[config.mk]
export PLATFORM = sky130hd
export DESIGN_NAME = rv_core
export DESIGN_NICKNAME = d
export VERILOG_FILES = /design/src/logic/rv_pkg.sv /design/src/logic/rv_decode.sv /design/src/logic/rv_regfile.sv /design/src/logic/rv_alu.sv /design/src/logic/rv_core.sv
export VERILOG_INCLUDE_DIRS = /design/src /design/src/logic
export SDC_FILE = /design/constraint.sdc
export NUM_CORES = 2
export LEC_CHECK = 0
export BUFFER_PORTS_ARGS = -buffer_cell sky130_fd_sc_hd__buf_2
export CORE_MARGIN = 1.5
export CORE_UTILIZATION = 50
export DETAILED_ROUTE_END_ITERATION = 10
export GPL_TIMING_DRIVEN = 0
export PLACE_DENSITY = 0.72
export SLEW_MARGIN = 20
export SYNTH_ARGS = -nofsm -noshare
export SYNTH_HDL_FRONTEND = slang
export SYNTH_HIERARCHICAL = 1
export SYNTH_SLANG_ARGS = --single-unit
[constraint.sdc]
create_clock -name clk -period 16.06 [get_ports clk]
set_input_delay 3.212 -clock clk [delete_from_list [all_inputs] [get_ports clk]]
set_output_delay 3.212 -clock clk [all_outputs]
set_load 0.01 [all_outputs]
[src/logic/rv_defs.svh]
`ifndef RV_DEFS_SVH
`define RV_DEFS_SVH

// ---------------------------------------------------------------------
// base opcodes, instr[6:0]
// ---------------------------------------------------------------------

`define RV_OP_LUI     7'b0110111
`define RV_OP_AUIPC   7'b0010111
`define RV_OP_JAL     7'b1101111
`define RV_OP_JALR    7'b1100111
`define RV_OP_BRANCH  7'b1100011
`define RV_OP_LOAD    7'b0000011
`define RV_OP_STORE   7'b0100011
`define RV_OP_IMM     7'b0010011  // register-immediate alu ops
`define RV_OP_REG     7'b0110011  // register-register alu ops

// ---------------------------------------------------------------------
// memory map
// ---------------------------------------------------------------------

`define RV_RESET_PC   32'h0000_0000  // first fetch after reset

`define RV_IMEM_WORDS 1024  // 4 KiB program store
`define RV_DMEM_WORDS 512   // 2 KiB data store

`endif

[src/logic/rv_pkg.sv]
package rv_pkg;

    // -----------------------------------------------------------------
    // basic vectors
    // -----------------------------------------------------------------

    typedef logic [31:0] word_t;       // data, pc, instruction
    typedef logic [4:0]  reg_addr_t;   // x0..x31
    typedef logic [29:0] word_addr_t;  // byte address without [1:0]

    typedef enum logic [3:0] {
        ADD, SUB, SLL, SLT, SLTU, XOR, SRL, SRA, OR, AND,
        PASS_B  // lui passes the immediate through
    } alu_op_e;

    typedef enum logic [1:0] {
        BYTE, HALF, WORD
    } mem_size_e;

    // -----------------------------------------------------------------
    // decoded control and memory traffic
    // -----------------------------------------------------------------

    typedef struct packed {
        logic        reg_write;
        logic        mem_read;
        logic        mem_write;
        mem_size_e   mem_size;
        logic        mem_unsigned;  // lbu, lhu
        logic        a_is_pc;
        logic        b_is_imm;
        alu_op_e     alu_op;
        logic        is_branch;
        logic [2:0]  branch_funct;  // funct3 of the branch
        logic        is_jal;
        logic        is_jalr;
        logic        wb_link;       // rd gets pc+4
    } ctrl_t;

    typedef struct packed {
        logic        write;
        word_addr_t  waddr;
        logic [3:0]  byte_en;
        word_t       wdata;    // already placed in its lanes
    } dmem_req_t;

    typedef struct packed {
        logic        valid;
        word_t       addr;     // word aligned byte address
        logic [3:0]  byte_en;
        word_t       wdata;
    } store_rpt_t;

endpackage

[src/logic/rv_decode.sv]
`timescale 1ns/1ps
`include "rv_defs.svh"

module rv_decode import rv_pkg::*; (
    input  word_t     instr_i,
    output ctrl_t     ctrl_o,
    output word_t     imm_o,
    output reg_addr_t rs1_o,
    output reg_addr_t rs2_o,
    output reg_addr_t rd_o
);

    logic [6:0] opcode;
    logic [2:0] funct3;
    logic       alt;  // funct7[5], sub and sra

    assign opcode = instr_i[6:0];
    assign funct3 = instr_i[14:12];
    assign alt    = instr_i[30];

    assign rs1_o = instr_i[19:15];
    assign rs2_o = instr_i[24:20];
    assign rd_o  = instr_i[11:7];

    function automatic alu_op_e alu_from_funct(input logic [2:0] f3, input logic sub_sra);
        case (f3)
            3'b000:  return sub_sra ? SUB : ADD;
            3'b001:  return SLL;
            3'b010:  return SLT;
            3'b011:  return SLTU;
            3'b100:  return XOR;
            3'b101:  return sub_sra ? SRA : SRL;
            3'b110:  return OR;
            default: return AND;
        endcase
    endfunction

    function automatic mem_size_e size_from_funct(input logic [1:0] f);
        case (f)
            2'b00:   return BYTE;
            2'b01:   return HALF;
            default: return WORD;
        endcase
    endfunction

    always_comb begin
        ctrl_o = '0;  // anything unlisted retires as a no-op
        imm_o  = '0;
        case (opcode)
            `RV_OP_LUI: begin
                ctrl_o.reg_write = 1'b1;
                ctrl_o.b_is_imm  = 1'b1;
                ctrl_o.alu_op    = PASS_B;
                imm_o            = {instr_i[31:12], 12'b0};
            end
            `RV_OP_AUIPC: begin
                ctrl_o.reg_write = 1'b1;
                ctrl_o.a_is_pc   = 1'b1;
                ctrl_o.b_is_imm  = 1'b1;
                imm_o            = {instr_i[31:12], 12'b0};
            end
            `RV_OP_JAL: begin
                ctrl_o.reg_write = 1'b1;
                ctrl_o.is_jal    = 1'b1;
                ctrl_o.wb_link   = 1'b1;
                imm_o = {{12{instr_i[31]}}, instr_i[19:12], instr_i[20],
                         instr_i[30:21], 1'b0};
            end
            `RV_OP_JALR: begin
                ctrl_o.reg_write = 1'b1;
                ctrl_o.b_is_imm  = 1'b1;
                ctrl_o.is_jalr   = 1'b1;
                ctrl_o.wb_link   = 1'b1;
                imm_o            = {{20{instr_i[31]}}, instr_i[31:20]};
            end
            `RV_OP_BRANCH: begin
                ctrl_o.is_branch    = 1'b1;  // rs1 vs rs2 in the comparator
                ctrl_o.branch_funct = funct3;
                imm_o = {{20{instr_i[31]}}, instr_i[7], instr_i[30:25],
                         instr_i[11:8], 1'b0};
            end
            `RV_OP_LOAD: begin
                ctrl_o.reg_write    = 1'b1;
                ctrl_o.mem_read     = 1'b1;
                ctrl_o.b_is_imm     = 1'b1;
                ctrl_o.mem_size     = size_from_funct(funct3[1:0]);
                ctrl_o.mem_unsigned = funct3[2];
                imm_o               = {{20{instr_i[31]}}, instr_i[31:20]};
            end
            `RV_OP_STORE: begin
                ctrl_o.mem_write = 1'b1;
                ctrl_o.b_is_imm  = 1'b1;
                ctrl_o.mem_size  = size_from_funct(funct3[1:0]);
                imm_o = {{20{instr_i[31]}}, instr_i[31:25], instr_i[11:7]};
            end
            `RV_OP_IMM: begin
                ctrl_o.reg_write = 1'b1;
                ctrl_o.b_is_imm  = 1'b1;
                ctrl_o.alu_op    = alu_from_funct(funct3, (funct3 == 3'b101) && alt);
                imm_o            = {{20{instr_i[31]}}, instr_i[31:20]};
            end
            `RV_OP_REG: begin
                ctrl_o.reg_write = 1'b1;
                ctrl_o.alu_op    = alu_from_funct(funct3, alt);
            end
            default: begin
            end
        endcase
    end

endmodule

[src/logic/rv_regfile.sv]
`timescale 1ns/1ps

module rv_regfile import rv_pkg::*; (
    input  logic      clk,
    input  reg_addr_t rs1_i,
    input  reg_addr_t rs2_i,
    input  reg_addr_t rd_i,
    input  logic      we_i,
    input  word_t     wdata_i,
    output word_t     rdata1_o,
    output word_t     rdata2_o
);

    word_t regs [31:1];  // x0 has no storage

    assign rdata1_o = (rs1_i == '0) ? '0 : regs[rs1_i];
    assign rdata2_o = (rs2_i == '0) ? '0 : regs[rs2_i];

    always_ff @(posedge clk) begin
        if (we_i && (rd_i != '0)) begin
            regs[rd_i] <= wdata_i;
        end
    end

    // a write aimed at x0 must not show up on either read port afterwards
    a_x0_stays_zero: assert property (@(posedge clk)
        (we_i && (rd_i == '0)) |=>
            ((rs1_i != '0) || (rdata1_o == '0)) && ((rs2_i != '0) || (rdata2_o == '0)));

endmodule

[src/logic/rv_alu.sv]
`timescale 1ns/1ps

module rv_alu import rv_pkg::*; (
    input  alu_op_e    op_i,
    input  word_t      a_i,
    input  word_t      b_i,
    input  logic [2:0] funct_i,
    output word_t      result_o,
    output logic       taken_o
);

    logic eq;
    logic lt_s;
    logic lt_u;

    always_comb begin
        case (op_i)
            ADD:     result_o = a_i + b_i;
            SUB:     result_o = a_i - b_i;
            SLL:     result_o = a_i << b_i[4:0];
            SLT:     result_o = {31'b0, lt_s};
            SLTU:    result_o = {31'b0, lt_u};
            XOR:     result_o = a_i ^ b_i;
            SRL:     result_o = a_i >> b_i[4:0];
            SRA:     result_o = $signed(a_i) >>> b_i[4:0];
            OR:      result_o = a_i | b_i;
            AND:     result_o = a_i & b_i;
            PASS_B:  result_o = b_i;
            default: result_o = '0;
        endcase
    end

    // ---------------------------------------------------------------------
    // branch comparator
    // ---------------------------------------------------------------------

    assign eq   = (a_i == b_i);
    assign lt_s = ($signed(a_i) < $signed(b_i));
    assign lt_u = (a_i < b_i);

    always_comb begin
        case (funct_i)
            3'b000:  taken_o = eq;     // beq
            3'b001:  taken_o = !eq;    // bne
            3'b100:  taken_o = lt_s;   // blt
            3'b101:  taken_o = !lt_s;  // bge
            3'b110:  taken_o = lt_u;   // bltu
            3'b111:  taken_o = !lt_u;  // bgeu
            default: taken_o = 1'b0;
        endcase
    end

endmodule

[src/logic/rv_core.sv]
`timescale 1ns/1ps
`include "rv_defs.svh"

module rv_core import rv_pkg::*; (
    input  logic      clk,
    input  logic      reset,
    output word_t     imem_addr_o,
    input  word_t     imem_data_i,
    output dmem_req_t dmem_o,
    input  word_t     dmem_rdata_i,
    output word_t     retire_pc_o
);

    word_t      pc;
    word_t      pc_plus4;
    word_t      pc_next;
    word_t      imm;
    word_t      rs1_data;
    word_t      rs2_data;
    word_t      alu_a;
    word_t      alu_b;
    word_t      alu_result;
    word_t      byte_lane;
    word_t      half_lane;
    word_t      load_data;
    word_t      wb_data;
    word_t      store_data;
    ctrl_t      ctrl;
    reg_addr_t  rs1;
    reg_addr_t  rs2;
    reg_addr_t  rd;
    logic       taken;
    logic [1:0] byte_off;
    logic [3:0] byte_en;

    assign imem_addr_o = pc;
    assign retire_pc_o = pc;
    assign pc_plus4    = pc + 32'd4;

    rv_decode decode0 (
        .instr_i (imem_data_i),
        .ctrl_o  (ctrl),
        .imm_o   (imm),
        .rs1_o   (rs1),
        .rs2_o   (rs2),
        .rd_o    (rd)
    );

    rv_regfile regfile0 (
        .clk      (clk),
        .rs1_i    (rs1),
        .rs2_i    (rs2),
        .rd_i     (rd),
        .we_i     (ctrl.reg_write),
        .wdata_i  (wb_data),
        .rdata1_o (rs1_data),
        .rdata2_o (rs2_data)
    );

    assign alu_a = ctrl.a_is_pc ? pc : rs1_data;
    assign alu_b = ctrl.b_is_imm ? imm : rs2_data;

    rv_alu alu0 (
        .op_i     (ctrl.alu_op),
        .a_i      (alu_a),
        .b_i      (alu_b),
        .funct_i  (ctrl.branch_funct),
        .result_o (alu_result),
        .taken_o  (taken)
    );

    // ---------------------------------------------------------------------
    // next pc
    // ---------------------------------------------------------------------

    always_comb begin
        if (ctrl.is_jalr) begin
            pc_next = {alu_result[31:1], 1'b0};
        end else if (ctrl.is_jal || (ctrl.is_branch && taken)) begin
            pc_next = pc + imm;
        end else begin
            pc_next = pc_plus4;
        end
    end

    always_ff @(posedge clk) begin
        if (reset) begin
            pc <= `RV_RESET_PC;
        end else begin
            pc <= pc_next;
        end
    end

    // ---------------------------------------------------------------------
    // load and store lanes
    // ---------------------------------------------------------------------

    assign byte_off = alu_result[1:0];

    always_comb begin
        case (ctrl.mem_size)
            BYTE: begin
                byte_en    = 4'b0001 << byte_off;
                store_data = {24'b0, rs2_data[7:0]} << {byte_off, 3'b000};
            end
            HALF: begin
                byte_en    = 4'b0011 << {byte_off[1], 1'b0};
                store_data = {16'b0, rs2_data[15:0]} << {byte_off[1], 4'b0000};
            end
            default: begin
                byte_en    = 4'b1111;
                store_data = rs2_data;
            end
        endcase
    end

    assign byte_lane = dmem_rdata_i >> {byte_off, 3'b000};
    assign half_lane = dmem_rdata_i >> {byte_off[1], 4'b0000};

    always_comb begin
        case (ctrl.mem_size)
            BYTE:    load_data = {{24{!ctrl.mem_unsigned && byte_lane[7]}}, byte_lane[7:0]};
            HALF:    load_data = {{16{!ctrl.mem_unsigned && half_lane[15]}}, half_lane[15:0]};
            default: load_data = dmem_rdata_i;
        endcase
    end

    assign dmem_o = '{write: ctrl.mem_write, waddr: alu_result[31:2],
                      byte_en: byte_en, wdata: store_data};

    assign wb_data = ctrl.wb_link ? pc_plus4 : (ctrl.mem_read ? load_data : alu_result);

    // jump and branch targets must keep fetch on word boundaries
    a_fetch_aligned: assert property (@(posedge clk) disable iff (reset)
        imem_addr_o[1:0] == 2'b00);

endmodule

==> metrics.md <==
| Metric | Value |
|---|---|
| Hold depth | 2 |
| R2R setup slack | 5880 ps |
| H-Tree Level Count | 3 |
| Clk_lat worst skew | 740 ps |
| Starting Density | 50.4% |
| Power Density | 115 nW/um^2 |
| Distinct cells, synth | 113 |
| Count leader, synth | edfxtp_1 |
| Final Util | 57.6% |
| Hold slack | 778 ps |
| Final wirelength | 310000 um |
| Failing checks | negative setup slack |
| RSZ-0062 raised after global routing | no |
| Chip width | 356 um |
| Final worst-path cycle share | 101% |
| F_max | 61.7 MHz |
| Routed length per instance | 43.9 um |
| # nets final | 5518 |
| WP data arrival | 13010 ps |
| Fin area | 71200 um^2 |
| HP Class | flop to flop |
| Final Hold Viols | 0 |
| DR DRC count | 0 |
| Max FO, Critical Path | 11 |
| Die Y | 356 um |
| Setup Viol. Count Final | 3 |
| Net Count, Synth | 5129 |
| RR Startpoint | regfile0/regs[22][2] |
| R2R depth | 28 |
| Cells after synthesis | 4929 |
| RR Endpoint | regfile0/regs[6][23] |
| First-pass GRT wire length | 414000 um |
| Area of the die | 127000 um^2 |
| Main synth FF type | edfxtp_1 |
| Total gr overflow | 0 |
| GR Util All Layers | 48.1% |
| Setup bufs post-CTS | 0 |
| Max Slew Vio Count | 0 |
| Final setup margin | -160 ps |
| Number of I/O pins | 197 |
| Cells taking the most area after synthesis | edfxtp_1 (48%), mux4_2 (13%), mux2i_1 (5.9%) |
| Max-Cap Viols | 0 |
| CTS Sinks | 1024 |
| Outcome | finished with violations |
| CP max stage delay | 630 ps |
| Crit path from | imem_data_i[22] |
| Post-synth ARST share | 0% |
| Cell Area, Synth | 62300 um^2 |
| Syn Area/Cell | 12.6 um^2 |
| CTS tree | done |
| Vias in the first global route | 49210 |
| Post-CTS Hold Fix Bufs | 0 |
| Yosys top cell area share | 47.8% |
| Setup crit end kind | output pin |
| Startpoint Class | input pin |
| Placer's final routability congestion estimate | 1.11 |
| Antenna viol nets, final | 0 |
| Sequential element share of the synthesized area | 48.8% |
| Max rail drop VDD | 107 uV |
| Layout cells sized above 1 | 23.1% |
| Measured slew at the worst slew-check pin | 1340 ps |
| Relative slew slack | 10.9% |
| Tmin final | 16220 ps |
| Buffers on Ports | 195 |
| CTS root buf | clkbuf_16 |
| Largest net degree at the start of global routing | 32 |
| Core area | 124000 um^2 |
| Setup Crit Path Kind | input pin to output pin |
| Core Rows | 129 |
| Dpl hpwl | 238000 um |
| Ys Warns | 6 |
| DR vias | 53361 |
| #FFs+latches synth | 1024 |
| Drt pass-1 iters | 10 |
| Critical path's slowest cell | clkdlybuf4s15_2 |
| Fillcell total | 9964 |
| Post-synth EDFFs | 992 |
| Top cell by count, worst path | buf_2 |
| Commonest cells post-synth | edfxtp_1 (992), nor2_1 (392), mux2i_1 (370), mux4_2 (370), nand2_1 (290) |
| Via density | 7.56 |
| CTS buffer count | 104 |
| Post-CTS Resized | 15 |
| Layout area overhead | 14.3% |
| CTS max path bufs | 3 |
| Crit path required time | 12850 ps |
| Placed Area | 67800 um^2 |
| Yosys top cell by area | edfxtp_1 |
| Initial antenna violation count | 46 |
| Lkg Pwr | 25.4 nW |
| Clk_skew | 64.1 ps |
| Worst-path clk slew | 70 ps |
| DR iter-0 viols | 10587 |
==> cell type report <==
| class | count | area (um^2) | share of cell area [%] |
|---|---|---|---|
| flip-flops and latches | 1024 | 30400 | 42.7 |
| multi-input cells | 3350 | 29900 | 41.9 |
| repair buffers | 288 | 2760 | 3.87 |
| clock buffers | 123 | 2670 | 3.75 |
| plain buffers | 420 | 2270 | 3.19 |
| well taps | 1637 | 2050 | 2.88 |
| clock inverters | 66 | 628 | 0.882 |
| inverters | 130 | 492 | 0.690 |
| diodes | 19 | 47.5 | 0.0668 |
==> report_power, final <==
group / internal (W) / total, W / switching [W]
Combinational: 0.000716 / 0.00255 / 0.00183
Clock: 0.00132 / 0.00240 / 0.00107
Sequential: 0.00323 / 0.00324 / 0.0000104
==> per-layer routing <==
metal	GRT usage, %	up-vias	wire length, um
met4	27.7	32	22300
met1	64.4	26735	112000
met3	21.8	1041	54000
met2	64.1	5197	122000
li1	-	20356	-
met5	0.755	-	370
==> cell families (layout without fill, tap and decap cells) <==
family	count (synthesis)	in the layout	synth area share (%)
XOR/XNOR	59	59	0.829
AO/OA/AOI/OAI	1191	1191	13.3
flip-flops	1024	1024	48.8
other	0	19	0
adder cells (fa/ha/maj)	134	134	2.73
multiplexers	856	856	21.7
AND/OR/NAND/NOR	1110	1110	8.28
buffers and inverters	555	1027	4.40
==> cells in the final DEF, fill, tap and decap left out, drive strengths merged, types with 34 or more instances in the layout <==
master,count
edfxtp,992
buf,498
nor2,393
mux4,380
mux2i,370
clkbuf,331
nand2,291
a21oi,272
o21ai,206
ha,131
inv,130
a22oi,111
nand3,106
mux2,106
a22o,81
and2,60
nor3,55
nor2b,54
clkinv,53
a211o,52
a21o,51
a211oi,47
a221oi,39
o22ai,37
a31oi,34
==> flip-flops by register name (all words and copies together), names as in the netlist, named ones only <==
register       flops
imem_addr_o       31
regfile0/regs    992
==> worst max-delay path by stage <==
stage	end	slack, ps
after floorplan	dmem_o[0]	2980
final	dmem_o[16]	-160
after global routing	dmem_o[16]	7
after global placement	regfile0/regs[10][11]	-3910
after detailed placement	dmem_o[16]	-2040
after CTS	dmem_o[16]	4
==> worst max-delay path, delay by kind of cell <==
| kind | cells | cell delay [ps] |
|---|---|---|
| simple gates | 6 | 1570 |
| buf+inv | 10 | 3750 |
| fa+ha+maj | 1 | 400 |
| mux | 2 | 730 |
| compound gates | 9 | 3250 |
==> metrics by stage <==
stage                     instances  setup slack (ps)   TNS, ps  total power [W]
after CTS                      7039              3.92         0          0.00800
after global placement         6761             -3910  -2723960          0.00550
after global routing           7042              6.82         0          0.00826
final                          7057              -160      -387          0.00818
after detailed placement       6854             -2040    -58850          0.00566
after floorplan                4929              2980         0          0.00442
Note: power is estimated with default switching activity, not from simulation.
